## src/logic/l2_pkg.sv

```systemverilog
// L2 subsystem sizes, width typedefs, op and state enums, request/response structs, counter indices
package l2_pkg;
	localparam int num_cores = 2;                                // Cores sharing the L2
	localparam int line_addr_width = 6;                          // Line address bits
	localparam int cache_index_width = 3;                        // Low address bits pick the entry
	localparam int tag_width = line_addr_width - cache_index_width; // Upper address bits
	localparam int line_bytes = 8;                               // Bytes per line
	localparam int miss_cycles = 4;                              // Refill wait on a load miss
	localparam int num_counters = 3;                             // Hit, miss, store
	localparam int num_lines = 1 << line_addr_width;             // 64 backing lines
	localparam int num_entries = 1 << cache_index_width;         // 8 cache entries

	localparam int pc_l2_hit = 0;  // Load hit count
	localparam int pc_l2_miss = 1; // Load miss count
	localparam int pc_store = 2;   // Store count

	typedef logic [line_addr_width-1:0] line_addr_t;
	typedef logic [line_bytes*8-1:0] line_data_t;
	typedef logic [line_bytes-1:0] byte_mask_t;        // One enable per byte
	typedef logic [1:0] strand_t;
	typedef logic [$clog2(num_cores)-1:0] core_id_t;
	typedef logic [31:0] counter_t;
	typedef logic [cache_index_width-1:0] cache_index_t;
	typedef logic [tag_width-1:0] cache_tag_t;
	typedef logic [$clog2(miss_cycles)-1:0] refill_count_t; // Counts down to zero

	typedef enum logic
	{
		op_load = 1'b0,
		op_store = 1'b1
	} l2_op_t;

	typedef enum logic
	{
		st_idle,   // Ready for a request
		st_refill  // Waiting on the backing line
	} cache_state_t;

	// Per-core request, 81 bits
	typedef struct packed
	{
		l2_op_t op;
		strand_t strand;
		line_addr_t address;
		line_data_t data;
		byte_mask_t mask;    // Only used by stores
	} l2_req_t;

	// Request after arbitration, 82 bits
	typedef struct packed
	{
		core_id_t core;      // Winning core
		l2_req_t req;
	} l2_arb_req_t;

	// Broadcast response, 75 bits
	typedef struct packed
	{
		core_id_t core;
		strand_t strand;
		l2_op_t op;
		logic status;        // Set on a hit
		line_addr_t address;
		line_data_t data;
	} l2_rsp_t;
endpackage

```

## src/logic/perf_counters.sv

```systemverilog
// Event counters for L2 hits, misses and stores with a select-based readout
`timescale 1ns/1ns

module perf_counters (
	input logic clk,
	input logic reset,
	input logic [l2_pkg::num_counters-1:0] events,
	input logic [1:0] pc_select,
	output l2_pkg::counter_t pc_count
);
	import l2_pkg::*;

	counter_t counts [num_counters]; // One per event line

	// Count moves the cycle after its pulse
	always_ff @(posedge clk, posedge reset)
	begin
		if (reset)
		begin
			for (int i = 0; i < num_counters; i++)
				counts[i] <= '0;
		end
		else
		begin
			for (int i = 0; i < num_counters; i++)
				if (events[i])
					counts[i] <= counts[i] + 1'b1; // Wraps at 2^32
		end
	end

	// Readout mux
	always_comb
	begin
		pc_count = '0; // Out-of-range select reads zero
		for (int i = 0; i < num_counters; i++)
			if (pc_select == i)
				pc_count = counts[i];
	end
endmodule

```

## config.mk

```make
export PLATFORM = sky130hd
export DESIGN_NAME = perf_counters
export DESIGN_NICKNAME = d
export VERILOG_FILES = /design/src/logic/l2_pkg.sv /design/src/logic/perf_counters.sv
export SDC_FILE = /design/constraint.sdc
export NUM_CORES = 1
export LEC_CHECK = 0
export ABC_CLOCK_PERIOD_IN_PS = 4720
export BUFFER_PORTS_ARGS = -buffer_cell sky130_fd_sc_hd__buf_2
export CORE_ASPECT_RATIO = 1.75
export CORE_MARGIN = 2
export CORE_UTILIZATION = 32
export DETAILED_ROUTE_END_ITERATION = 10
export HOLD_SLACK_MARGIN = 0.12
export PLACE_DENSITY_LB_ADDON = 0.12
export SLEW_MARGIN = 15
export SYNTH_ARGS = -nofsm -noshare
export SYNTH_HDL_FRONTEND = slang
export SYNTH_SLANG_ARGS = --single-unit
```

## constraint.sdc

```tcl
create_clock -name clk -period 4.72 [get_ports clk]
set_clock_uncertainty 0.1 [all_clocks]
set_input_delay 0.236 -clock clk [delete_from_list [all_inputs] [get_ports clk]]
set_output_delay 0.236 -clock clk [all_outputs]
set_load 0.05 [all_outputs]
```

==> impl_metrics.tcl <==
set metrics [dict create \
    ios 39 \
    fin_crit_ns 2.313 \
    worstPathMaxFanout 33 \
    cts_max_level 3 \
    wl_per_cell_um 17.58 \
    period_share 0.4900 \
    grt_max_degree 54 \
    wl_um 12310 \
    ant_nets 0 \
    drc 0 \
    syn_area_mm2 0.004858 \
    timing.setup.tns_ns 0 \
    drive_gt1_frac 0.1219 \
    clock_latency_ns 0.34 \
    core_area_mm2 0.01484 \
    drt_iter0_markers 162 \
    total_power_uw 2154 \
    grt-ovfl-total 0 \
    cts_setup_buffers 0 \
    rows 59 \
    multi_input_area_mm2 0.002382 \
    grt_pass1_wl_um 20110 \
    clk_path_buf_depth 2 \
    maxSlewViolCount 0 \
    path_class "in2out" \
    cellLeakagePower_uw 0.002620 \
    cp.arrival_ns 1.98 \
    clock_sinks 96 \
    rsz0062_at_grt "no" \
    synth-simple-area-share 0.2076 \
    clkSlewWorstSetupHoldPaths_ns 0.07 \
    finalHoldViolCount 0 \
    synthXorXnorAreaFrac 0.1677 \
    required_ns 4.38 \
    syn_area_per_cell_um2 10.21 \
    fill_cells 1518 \
    synth_fp_nets 486 \
    power_density_mw_per_mm2 386.3 \
    dieWidth_um 97.15 \
    regMostFlops "counts" \
    regArea_mm2 0.002402 \
    ys_warn_count 0 \
    setup.worst_path.start_class "primary input" \
    cts_root_buf "clkbuf_16" \
    syn_to_final_growth_pct 14.78 \
    diodes 0 \
    grt_util_all_layers 0.1579 \
    antenna_found_initial 0 \
    worst_slew_pin_slew_ns 1.030 \
    finalSetupViolations 0 \
    dieArea_mm2 0.01622 \
    hp-class "reg2reg" \
    die_height_um 167 \
    numCtsBuffers 9 \
    layout_commonest_cell "dfrtp_1" \
    vias 3544 \
    drv_cap 0 \
    yosysUniqueCellTypes 30 \
    first_pass_iters 4 \
    crit_path_end_kind "output port" \
    dp_hpwl_um 9133 \
    synth_adder_area_share 0.007726 \
    synth.area.mux_share 0.07288 \
    status "completed" \
    synth_top_family_by_area "simple AND/OR/NAND/NOR gates" \
    synth_compound_area_frac 0.03296 \
    largest_reg_flops 96 \
    cts_tree "yes" \
    viasPerCell 5.063 \
    io_buffers 38 \
    final_nets 522 \
    place.gp.congestion 0.7676 \
    grt_pass1_vias 3660 \
    initial_utilization 0.3274 \
    syn_inst 476 \
    reg_top3 "counts x96" \
    peakVddDrop_v 0.0002714 \
    slew_headroom 0.3130 \
    most-common-layout-cells "dfrtp_1 (96), nand2_1 (71), xnor2_1 (63)" \
    synth-seq-cells 96 \
    ys_seq_area_frac 0.4945 \
    clock.fmax_mhz 432.4 \
]
[final cells by class]
type / instances / area share
clock inverter: 5 / 0.01414
multi-input combinational: 359 / 0.4272
tap: 183 / 0.04106
inverter: 3 / 0.002468
timing repair buffer: 43 / 0.04263
clock buffer: 11 / 0.04173
sequential: 96 / 0.4308
[logic make-up after synthesis]
kind of cell             after synthesis
flip-flops                            96
AO/OA/AOI/OAI                         32
AND/OR/NAND/NOR                      196
XOR/XNOR                              93
buffers and inverters                 21
adder cells (fa/ha/maj)                3
multiplexers                          35
[per-stage QoR]
stage / cell area (um^2) / std cells / worst slack, ns / hold WS [ns] / utilization
3_5_place_dp: 5220 / 680 / 2.047 / 0.2563 / 0.3518
2_1_floorplan: 4858 / 476 / 1.879 / 0.2231 / -
3_3_place_gp: 5220 / 680 / 2.076 / 0.2433 / 0.3518
4_1_cts: 5572 / 700 / 2.044 / 0.3826 / 0.3755
5_1_grt: 5577 / 700 / 2.237 / 0.4038 / 0.3758
6_report: 5577 / 700 / 2.407 / 0.3862 / 0.3758
[synthesized netlist by cell type, drive strengths merged]
master | count | area share
xor2 | 30 | 0.054
xnor2 | 63 | 0.11
clkbuf | 17 | 0.013
nor3b | 1 | 0.0015
nand3 | 33 | 0.035
nor2 | 17 | 0.013
ha | 3 | 0.0077
nor2b | 2 | 0.0026
o21ai | 32 | 0.033
nand2b | 2 | 0.0026
inv | 3 | 0.0023
mux2 | 3 | 0.0070
and2 | 6 | 0.0077
and3b | 1 | 0.0018
and4 | 11 | 0.020
mux2i | 32 | 0.066
nor4 | 1 | 0.0026
and3 | 24 | 0.031
buf | 1 | 0.0010
or3 | 3 | 0.0049
dfrtp | 96 | 0.49
nand3b | 1 | 0.0015
nand2 | 71 | 0.055
nand4 | 14 | 0.018
nor3 | 8 | 0.0093
or2 | 1 | 0.0013
[worst max-delay path, cell delays in order]
cell and delay [ns]:
buf_2 0.42, nor2b_4 0.69, nand2_1 0.12, o21ai_0 0.15
buf_2 0.33
[metal layers]
| metal | vias up | track usage | share of wire |
|---|---|---|---|
| met2 | 77 | 0.2799 | 0.52 |
| met4 | 0 | 0.05328 | 0.015 |
| met1 | 1756 | 0.1934 | 0.43 |
| met3 | 12 | 0.02560 | 0.036 |
| met5 | - | 0 | 0 |
| li1 | 1699 | - | - |
[worst paths after layout]
check,startpoint,endpoint,slack (ns),cells after the start
worst max-delay path,pc_select[0],pc_count[13],2.41,5
worst min-delay path,counts[63],counts[63],0.39,1
worst max register to register,counts[41],counts[63],2.49,5
worst min register to register,counts[63],counts[63],0.39,1
max in group asynchronous,reset,counts[19],2.99,4
min in group asynchronous,reset,counts[58],0.41,3
[report_power, final]
part,internal [uW],switching (uW),total (uW)
clock network,465,317,783
logic,130,208,338
registers,908,125,1030
[timing repair]
action,in CTS,in global routing
hold endpoints to repair,50,0
gates resized for setup,0,0
hold buffers,4,0
Note: power is estimated with default switching activity, not from simulation.
