## src/logic/l2_pkg.sv

```systemverilog
// L2 subsystem sizes, width typedefs, op and state enums, request/response structs, counter indices
package l2_pkg;
	localparam int num_cores = 2;                                // Cores sharing the L2
	localparam int line_addr_width = 6;                          // Line address bits
	localparam int cache_index_width = 3;                        // Low address bits pick the entry
	localparam int tag_width = line_addr_width - cache_index_width; // Upper address bits
	localparam int line_bytes = 8;                               // Bytes per line
	localparam int miss_cycles = 4;                              // Refill wait on a load miss
	localparam int num_counters = 3;                             // Hit, miss, store
	localparam int num_lines = 1 << line_addr_width;             // 64 backing lines
	localparam int num_entries = 1 << cache_index_width;         // 8 cache entries

	localparam int pc_l2_hit = 0;  // Load hit count
	localparam int pc_l2_miss = 1; // Load miss count
	localparam int pc_store = 2;   // Store count

	typedef logic [line_addr_width-1:0] line_addr_t;
	typedef logic [line_bytes*8-1:0] line_data_t;
	typedef logic [line_bytes-1:0] byte_mask_t;        // One enable per byte
	typedef logic [1:0] strand_t;
	typedef logic [$clog2(num_cores)-1:0] core_id_t;
	typedef logic [31:0] counter_t;
	typedef logic [cache_index_width-1:0] cache_index_t;
	typedef logic [tag_width-1:0] cache_tag_t;
	typedef logic [$clog2(miss_cycles)-1:0] refill_count_t; // Counts down to zero

	typedef enum logic
	{
		op_load = 1'b0,
		op_store = 1'b1
	} l2_op_t;

	typedef enum logic
	{
		st_idle,   // Ready for a request
		st_refill  // Waiting on the backing line
	} cache_state_t;

	// Per-core request, 81 bits
	typedef struct packed
	{
		l2_op_t op;
		strand_t strand;
		line_addr_t address;
		line_data_t data;
		byte_mask_t mask;    // Only used by stores
	} l2_req_t;

	// Request after arbitration, 82 bits
	typedef struct packed
	{
		core_id_t core;      // Winning core
		l2_req_t req;
	} l2_arb_req_t;

	// Broadcast response, 75 bits
	typedef struct packed
	{
		core_id_t core;
		strand_t strand;
		l2_op_t op;
		logic status;        // Set on a hit
		line_addr_t address;
		line_data_t data;
	} l2_rsp_t;
endpackage

```

## src/logic/l2_arbiter.sv

```systemverilog
// Alternating two-core L2 request arbiter with ready steering
`timescale 1ns/1ns

module l2_arbiter (
	input logic clk,
	input logic reset,
	input l2_pkg::l2_req_t core0_req,
	input l2_pkg::l2_req_t core1_req,
	input logic core0_valid,
	input logic core1_valid,
	input logic l2_ready,
	output logic core0_ready,
	output logic core1_ready,
	output logic arb_valid,
	output l2_pkg::l2_arb_req_t arb_req
);
	import l2_pkg::*;

	logic select_core0; // High gives core0 the slot

	// Turn flips on each ready cycle, valid or not
	always_ff @(posedge clk, posedge reset)
	begin
		if (reset)
			select_core0 <= 1'b0; // Core1 owns the first slot
		else if (l2_ready)
			select_core0 <= !select_core0;
	end

	// Route the selected core straight through
	always_comb
	begin
		if (select_core0)
		begin
			arb_req.core = core_id_t'(0);
			arb_req.req = core0_req;
			arb_valid = core0_valid;
		end
		else
		begin
			arb_req.core = core_id_t'(1);
			arb_req.req = core1_req;
			arb_valid = core1_valid;
		end
	end

	// Only the selected core sees ready
	assign core0_ready = select_core0 && l2_ready;
	assign core1_ready = !select_core0 && l2_ready; // Both low under back-pressure
endmodule

```

## config.mk

```make
export PLATFORM = sky130hd
export DESIGN_NAME = l2_arbiter
export DESIGN_NICKNAME = d
export VERILOG_FILES = /design/src/logic/l2_pkg.sv /design/src/logic/l2_arbiter.sv
export SDC_FILE = /design/constraint.sdc
export NUM_CORES = 1
export LEC_CHECK = 0
export ABC_AREA = 1
export CAP_MARGIN = 20
export CORE_AREA = 2 2 96 98
export DETAILED_ROUTE_END_ITERATION = 16
export DIE_AREA = 0 0 98 100
export DONT_BUFFER_PORTS = 1
export PLACE_DENSITY = 0.3
export SYNTH_ARGS = -nofsm -noshare
export SYNTH_HDL_FRONTEND = slang
export SYNTH_SLANG_ARGS = --single-unit
```

## constraint.sdc

```tcl
create_clock -name clk -period 2.9 [get_ports clk]
set_input_delay 0.145 -clock clk [delete_from_list [all_inputs] [get_ports clk]]
set_output_delay 0.145 -clock clk [all_outputs]
set_load 0.01 [all_outputs]
```

==> impl_metrics.ini, run 1 <==
[status]
status = finished, final reports clean

[min_path]
hp-start = l2_ready
hold_path_depth = 2
hold_path_class = input port to flop

[route]
drtAntennaViolNets = 0
wl_per_cell_um = 10.94
wl_met1_mm = 1.525
drtIter0Drc = 49
drc = 0
wl_met3_um = 463
routed.top_layer = met3
wl_met2_mm = 2.072
vias = 1507
vias_per_cell = 4.062
first_pass_iters = 4
drt_wl_total_mm = 4.060

[timing]
rsz0062_at_grt = false
fin_crit_ns = 1.435
final_max_slew_viol_count = 0
tightest_slew_ns = 0.7765
skew_ns = 0
max_freq_mhz = 696.8
timing.final.crit_share_pct = 49.49
tns_ns = 0
hold_violations = 0
setup_viol = 0
slew_headroom_pct = 48.23

[critical_path]
regToRegStartpoint = select_core0
critical_path_depth = 3
cpLargestDelayFamily = buffers and inverters
slowest_stage = buf_4
worstPathRequired_ns = 2.76
path_cells = buf_4 > nand2_1 > nand2_1
cp_slowest_stage_delay_ns = 0.60
cp_max_fo = 84
cp-start-kind = flop
startpoint = select_core0
reg2reg_depth = 3
end_kind = output pin
crit_path_frequent_cell = nand2_1
critical_path_class = flop to output pin
critical_path_arrival_ns = 1.29
worst-path-buf-inv = 1

[die]
die-area_sq_mm = 0.009800
die_y_um = 100
floorplan.initialDensity_pct = 12.20
core_area_sq_mm = 0.008890
rows = 35
io_pins = 252
fp.dieW_um = 98

[cells_and_area]
largest-register = select_core0
layoutNonFillerInstCount = 371
fillers = 1060
multi_input_area_sq_um = 938.4
stdcell_area_sq_mm = 0.001155
final_core_util_pct = 12.99
diodes = 0
largest_register_ff_count = 1
area_delta_synth_final_pct = 6.459
fin_nets = 429
reg.largest.list = select_core0 (1)
final_layout_size_suffix_gt1_share_pct = 1.923
regArea_sq_um = 26.28

[synthesis]
syn_avg_cell_area_sq_um = 3.959
synth-seq-cells = 1
netlist_area_sq_mm = 0.001085
synth.distinct_cells = 7
synthCells = 274
synth_warnings = 0
synth_nets = 441
ys_seq_area_share_pct = 2.307

[power_and_ir_drop]
power_leakage_nw = 0.7914
total_power_mw = 0.4105
pwr-share-comb_pct = 95.6
clkPwrFrac_pct = 0
max-vdd-ir-drop_mv = 0.1101
p_sw_mw = 0.3045
switching_share_pct = 74.17
powerDensity_mw_per_mm2 = 355.5
p_int_mw = 0.1060
p_seq_share_pct = 4.4

[global_routing]
grt_max_degree = 85
grt.overflow.total = 0
first_global_vias = 1047
antenna_found_initial = 0
grt_pass1_wl_mm = 5.050
grt_usage_pct = 6.182

[clock_network]
postCtsSetupBuffers = 0
cts_resized = 0
clkLatencyLatePin_ns = 0
cts.clk_slew.worst_paths_ns = 0
postCtsHoldBufs = 1

[place]
gp_congestion = 0.8091
dpl_cell_area_sq_mm = 0.001145
io_buffers = 0
placed_cells = 370
dp_hpwl_mm = 3.309

[run]
maxCapViolCount = 0
[stage by stage]
stage               worst slack, ns  hold WS, ns
CTS                           1.463       0.3220
detailed placement            1.464      -0.1210
floorplan                     1.820      -0.1263
global route                  1.348       0.3643
global placement              1.487      -0.1235
finish                        1.465       0.3210
[final cells by class]
cell class | instances | area share [%]
Sequential cell | 1 | 2.275
Timing Repair Buffer | 4 | 2.817
Inverter | 5 | 1.625
Multi-Input combinational cell | 250 | 81.26
Tap cell | 111 | 12.03
[cell usage after synthesis (all sizes together)]
library cell | instances | area share [%]
clkbuf | 2 | 0.69
buf | 16 | 8.8
nand2 | 250 | 87
inv | 5 | 1.7
dfrtp | 1 | 2.3
[power by group through the flow]
| stage | Combinational (mW) | Clock [mW] | Sequential (mW) |
|---|---|---|---|
| after floorplan | 0.361 | 0 | 0.0180 |
| after global placement | 0.396 | 0 | 0.0179 |
| after detailed placement | 0.399 | 0 | 0.0179 |
| after CTS | 0.401 | 0 | 0.0179 |
| after global routing | 0.442 | 0 | 0.0184 |
| final | 0.393 | 0 | 0.0179 |
[logic make-up after synthesis]
logic type / Yosys count / share of synthesized area [%]
AND/OR/NAND/NOR: 250 / 86.51
flip-flops: 1 / 2.306
buffers and inverters: 23 / 11.19
[cells in the final DEF (no fill, tap or decap)]
cell type	n
dlygate4sd3_1	1
inv_1	4
inv_2	1
nand2_1	250
buf_4	3
dfrtp_2	1
[layer usage]
metal | up-vias | GRT usage, %
met3 | 0 | 0.4875
met1 | 599 | 6.984
met5 | - | 0
met4 | 0 | 0
li1 | 772 | -
met2 | 136 | 13.17
[final timing paths]
kind | end | slack, ns
max in group asynchronous | select_core0 | 2.34
hold / removal | select_core0 | 0.32
setup reg to reg | select_core0 | 1.62
setup / recovery | arb_req[22] | 1.46
hold reg to reg | select_core0 | 0.89
min in group asynchronous | select_core0 | 0.46
Power figures use the tool's default switching activity.
==> run 2, diff against run 1 <==
==> constraint.sdc (replaced) <==
create_clock -name clk -period 1.4 [get_ports clk]
set_input_delay 0.07 -clock clk [delete_from_list [all_inputs] [get_ports clk]]
set_output_delay 0.07 -clock clk [all_outputs]
set_load 0.01 [all_outputs]
==> run 2 against run 1 <==
First-iteration DRC count up 2.0%; register-to-register slack worse by 1.3 ns; die area unchanged; design area up 1.7%; via count down 1.2%; global-route usage down 0.29 points; flip-flop and latch count unchanged; critical endpoint is now arb_req[41].
==> impl_metrics.ini, run 2 (synthesized netlist as in run 1, its figures left out) <==
[timing]
setup_viol = 0
rsz0062_at_grt = false
timing.final.crit_share_pct = 76.88
timing.hold.ws_ns = 0.2248
tightest_slew_ns = 0.4200
final_max_slew_viol_count = 0
skew_ns = 0
max_freq_mhz = 929.1
fin_crit_ns = 1.076
slew_headroom_pct = 72.00
tns_ns = 0
hold_violations = 0

[global_routing]
grt_usage_pct = 5.890
grt_max_degree = 85
grt_pass1_wl_mm = 4.885
antenna_found_initial = 0
first_global_vias = 1063
grt.overflow.total = 0

[route]
wl_per_cell_um = 10.70
drtAntennaViolNets = 0
vias_per_cell = 4.003
first_pass_iters = 4
drc = 0
drtIter0Drc = 50
drt_wl_total_mm = 3.982
vias = 1489

[cells_and_area]
final_layout_size_suffix_gt1_share_pct = 2.299
fillers = 1076
final_common_cell = nand2_1
multi_input_area_sq_um = 938.4
largest-register = select_core0
fin_nets = 430
final_cell_mix = nand2_1 (250), inv_1 (4), buf_4 (3)
largest_register_ff_count = 1
diodes = 0
area_delta_synth_final_pct = 8.305
regArea_sq_um = 26.28
reg.largest.list = select_core0 (1)

[place]
dp_hpwl_mm = 3.366
io_buffers = 0
gp_congestion = 0.8357

[clock_network]
cts_resized = 0
clkLatencyLatePin_ns = 0
cts.clk_slew.worst_paths_ns = 0
postCtsSetupBuffers = 0
postCtsHoldBufs = 1

[die]
io_pins = 252
core_area_sq_mm = 0.008890
floorplan.initialDensity_pct = 12.20
die_y_um = 100
fp.dieW_um = 98
rows = 35
die-area_sq_mm = 0.009800

[power_and_ir_drop]
power_leakage_nw = 0.8011
powerDensity_mw_per_mm2 = 735.4
total_power_mw = 0.8640
max-vdd-ir-drop_mv = 0.2197

[critical_path]
cp-start-kind = flop
worstPathRequired_ns = 1.33
end_kind = output pin
critical_path_class = flop to output pin
cp_max_fo = 46
critical_path_arrival_ns = 1.01

[status]
status = finished, final reports clean

[min_path]
hold_path_class = input port to flop

[run]
maxCapViolCount = 0
run 2: cell count changes in the layout (fill, tap and decap cells not counted):
cell    before  now
buf_12       0    1
run 2: where the power goes:
part | internal, mW | leakage [nW] | switching, mW
logic | 0.198 | 0.790 | 0.628
registers | 0.0346 | 0.0109 | 0.00369
clock network | 0 | 0 | 0
run 2: path summary, 6_finish.rpt:
check	start	endpoint	slack (ns)	cells past startpoint
hold reg to reg	select_core0	select_core0	0.84	4
max in group asynchronous	reset	select_core0	0.91	2
hold / removal	l2_ready	select_core0	0.22	3
setup reg to reg	select_core0	select_core0	0.36	4
min in group asynchronous	reset	select_core0	0.39	2
setup / recovery	select_core0	arb_req[41]	0.32	3
run 2: cell type report:
cell class | instances | share of cell area (%)
Multi-Input combinational cell | 250 | 79.87
Tap cell | 111 | 11.82
Timing Repair Buffer | 5 | 4.473
Sequential cell | 1 | 2.236
Inverter | 5 | 1.597
run 2: per-layer routing:
layer / global-route usage (%) / vias up / share of wire [%]
met5: 0 / - / 0
met3: 0.5571 / 0 / 12
li1: - / 774 / -
met1: 6.563 / 585 / 36
met4: 0 / 0 / 0
met2: 12.59 / 130 / 51
run 2: critical path, stage by stage, from the launching register on:
cell and delay (ns):
dfrtp_2 0.35, buf_4 0.38, nand2_1 0.11, nand2_1 0.15
run 2: through the flow:
| stage | utilization [%] | cells | setup slack, ns | instance area [sq um] |
|---|---|---|---|---|
| final | 13.22 | 372 | 0.3237 | 1175 |
| after global routing | 13.22 | 372 | 0.2455 | 1175 |
| after CTS | 13.22 | 372 | 0.3107 | 1175 |
| after detailed placement | 13.10 | 371 | 0.3112 | 1165 |
| after global placement | 13.10 | 371 | 0.3305 | 1165 |
| after floorplan | - | 274 | 0.3948 | 1085 |
==> run 3, diff against run 2 <==
--- a/config.mk
+++ b/config.mk
@@ -5,11 +5,11 @@
 export SDC_FILE = /design/constraint.sdc
 export NUM_CORES = 1
 export LEC_CHECK = 0
-export ABC_AREA = 1
+export ABC_AREA = 0
 export CAP_MARGIN = 20
-export CORE_AREA = 2 2 96 98
+export CORE_AREA = 2 2 98 100
 export DETAILED_ROUTE_END_ITERATION = 16
-export DIE_AREA = 0 0 98 100
+export DIE_AREA = 0 0 100 102
 export DONT_BUFFER_PORTS = 1
 export PLACE_DENSITY = 0.3
 export SYNTH_ARGS = -nofsm -noshare
==> constraint.sdc (replaced) <==
create_clock -name clk -period 1 [get_ports clk]
set_input_delay 0.05 -clock clk [delete_from_list [all_inputs] [get_ports clk]]
set_output_delay 0.05 -clock clk [all_outputs]
set_load 0.01 [all_outputs]
==> run 3 against run 2 <==
Flip-flop and latch count unchanged; the run now ends with setup timing left; global-route usage increased by 1.2 points; sequential power increased to 3.5 times the previous value; critical path depth unchanged; sequential share of layout area decreased by 0.40 points; synthesized area increased by 11%; via count decreased by 37%; combinational power increased to 5.7 times the previous value; clock skew unchanged; critical path type unchanged; power increased to 5.6 times the previous value.
==> impl_metrics.ini, run 3 <==
[power_and_ir_drop]
power_leakage_nw = 0.6590
total_power_mw = 4.874
max-vdd-ir-drop_mv = 0.6685
powerDensity_mw_per_mm2 = 3114

[critical_path]
path_cells = buf_12 > clkbuf_16 > mux2_4
rrSetupSlack_ns = -0.06
cp-start-kind = flop
cpLargestDelayFamily = flip-flops
cp_slowest_stage_delay_ns = 0.50
cp_max_fo = 6
end_kind = output pin
worst-path-buf-inv = 2
critical_path_class = flop to output pin
worstPathRequired_ns = 0.95
critical_path_arrival_ns = 1.15
slowest_stage = dfrtp_4

[timing]
setup_viol = 84
hold_violations = 0
tns_ns = -13.49
timing.hold.ws_ns = 0.1410
fin_crit_ns = 1.203
rsz0062_at_grt = true
setup_slack_ns = -0.2029
timing.final.crit_share_pct = 120.3
max_freq_mhz = 831.3
final_max_slew_viol_count = 0
tightest_slew_ns = 0.1279
skew_ns = 0
slew_headroom_pct = 91.47

[global_routing]
grt_usage_pct = 7.115
first_global_vias = 945
grt.overflow.total = 0
antenna_found_initial = 0
grt_pass1_wl_mm = 5.547
grt_max_degree = 38

[place]
io_buffers = 0
placed_cells = 201
gp_congestion = 0.7214
dpl_cell_area_sq_mm = 0.001295

[synthesis]
netlist_area_sq_mm = 0.001200
ys_seq_area_share_pct = 2.086
synth.distinct_cells = 9
synth_simple_gate_area_share_pct = 1.043
muxShareOfSynthArea_pct = 88.22
synth_compound_area_share_pct = 0
synth.area.top_cells = mux2_4 (45%), mux2_2 (43%), buf_6 (5.6%)
ys_top_cells_by_count = mux2_2 (46), mux2_4 (36), buf_6 (6)
synth-seq-cells = 1
yosysTopAreaCell = mux2_4
synth_edf_count = 0
synth_nets = 265
synth_warnings = 0
async_flop_share_pct = 100.0
ys.flop_type = dfrtp_1
synth_top_family_by_area = multiplexers
syn_avg_cell_area_sq_um = 12.24
synthCells = 98
synthAdderAreaFrac_pct = 0
synth_top_area_share_pct = 45.05
synth_xor_area_share_pct = 0.7299
yosysMostFrequentCell = mux2_2

[cells_and_area]
stdcell_area_sq_mm = 0.001565
final_layout_size_suffix_gt1_share_pct = 96.12
largest-register = select_core0
final_common_cell = mux2_2
diodes = 0
area_delta_synth_final_pct = 30.45
largest_register_ff_count = 1
reg.largest.list = select_core0 (1)
fin_nets = 272
layoutNonFillerInstCount = 214
final_cell_mix = mux2_2 (46), mux2_4 (36), clkbuf_16 (5)

[clock_network]
cts.clk_slew.worst_paths_ns = 0
clkLatencyLatePin_ns = 0

[route]
vias = 943
first_pass_iters = 2
drtIter0Drc = 9
vias_per_cell = 4.407
routed.top_layer = met4
wl_met3_um = 481
drc = 0
wl_per_cell_um = 25.71
drtAntennaViolNets = 0
drt_wl_total_mm = 5.501
wl_met1_mm = 1.629
wl_met2_mm = 3.332

[run]
maxCapViolCount = 0

[die]
die-area_sq_mm = 0.01020
core_area_sq_mm = 0.009109
io_pins = 252
rows = 35
fp.dieW_um = 100
floorplan.initialDensity_pct = 13.17
die_y_um = 102

[status]
violations = setup timing
status = finished with violations

[min_path]
hold_path_class = input port to flop
run 3: logic make-up after synthesis:
group | Yosys count
xor+xnor | 1
flops | 1
simple gates | 2
mux | 82
buf+inv | 12
run 3: stage by stage:
| stage | utilization [%] | setup slack (ns) |
|---|---|---|
| 6_report | 17.18 | -0.2029 |
| 5_1_grt | 17.18 | -0.2170 |
| 4_1_cts | 14.74 | -0.1850 |
| 3_3_place_gp | 14.22 | -0.2061 |
| 3_5_place_dp | 14.22 | -0.2167 |
| 2_1_floorplan | - | -0.1064 |
run 3: cell type report:
type                            count  area (sq um)
Tap cell                          111         138.9
Inverter                            2         7.507
Fill cell                        1000          7543
Timing Repair Buffer               15         300.3
Multi-Input combinational cell     85          1090
Sequential cell                     1         28.78
run 3: final timing paths:
kind | startpoint | end | depth (start not counted)
max | select_core0 | arb_req[65] | 3
max in group asynchronous | reset | select_core0 | 2
min in group asynchronous | reset | select_core0 | 2
min | l2_ready | select_core0 | 1
min reg2reg | select_core0 | select_core0 | 3
max reg2reg | select_core0 | select_core0 | 3
run 3: routing by layer:
metal  vias up  global-route usage, %
li1        382                      -
met1       421                  5.979
met2       134                  17.62
met3         6                 0.2052
met4         0                 0.9484
met5         -                      0
run 3: power by group:
group / internal, mW / switching [mW] / leakage [nW]
sequential: 0.0766 / 0.0576 / 0.0108
clock: 0 / 0 / 0
combinational: 2.70 / 2.04 / 0.648
total: 2.77 / 2.10 / 0.659
run 3: timing repair:
action / CTS / global route
setup endpoints to repair: 83 / 84
cloned: 1 / 8
pin swaps: 1 / 0
resized for setup: 3 / 4
endpoints found under the hold margin: 1 / 0
buffers inserted: 0 / 3
hold buffers: 1 / 0
run 3: worst reg2reg max path: stages, from the launching register on:
cell and delay, ns:
dfrtp_4 0.50, buf_12 0.16, clkbuf_16 0.14, xor2_1 0.13
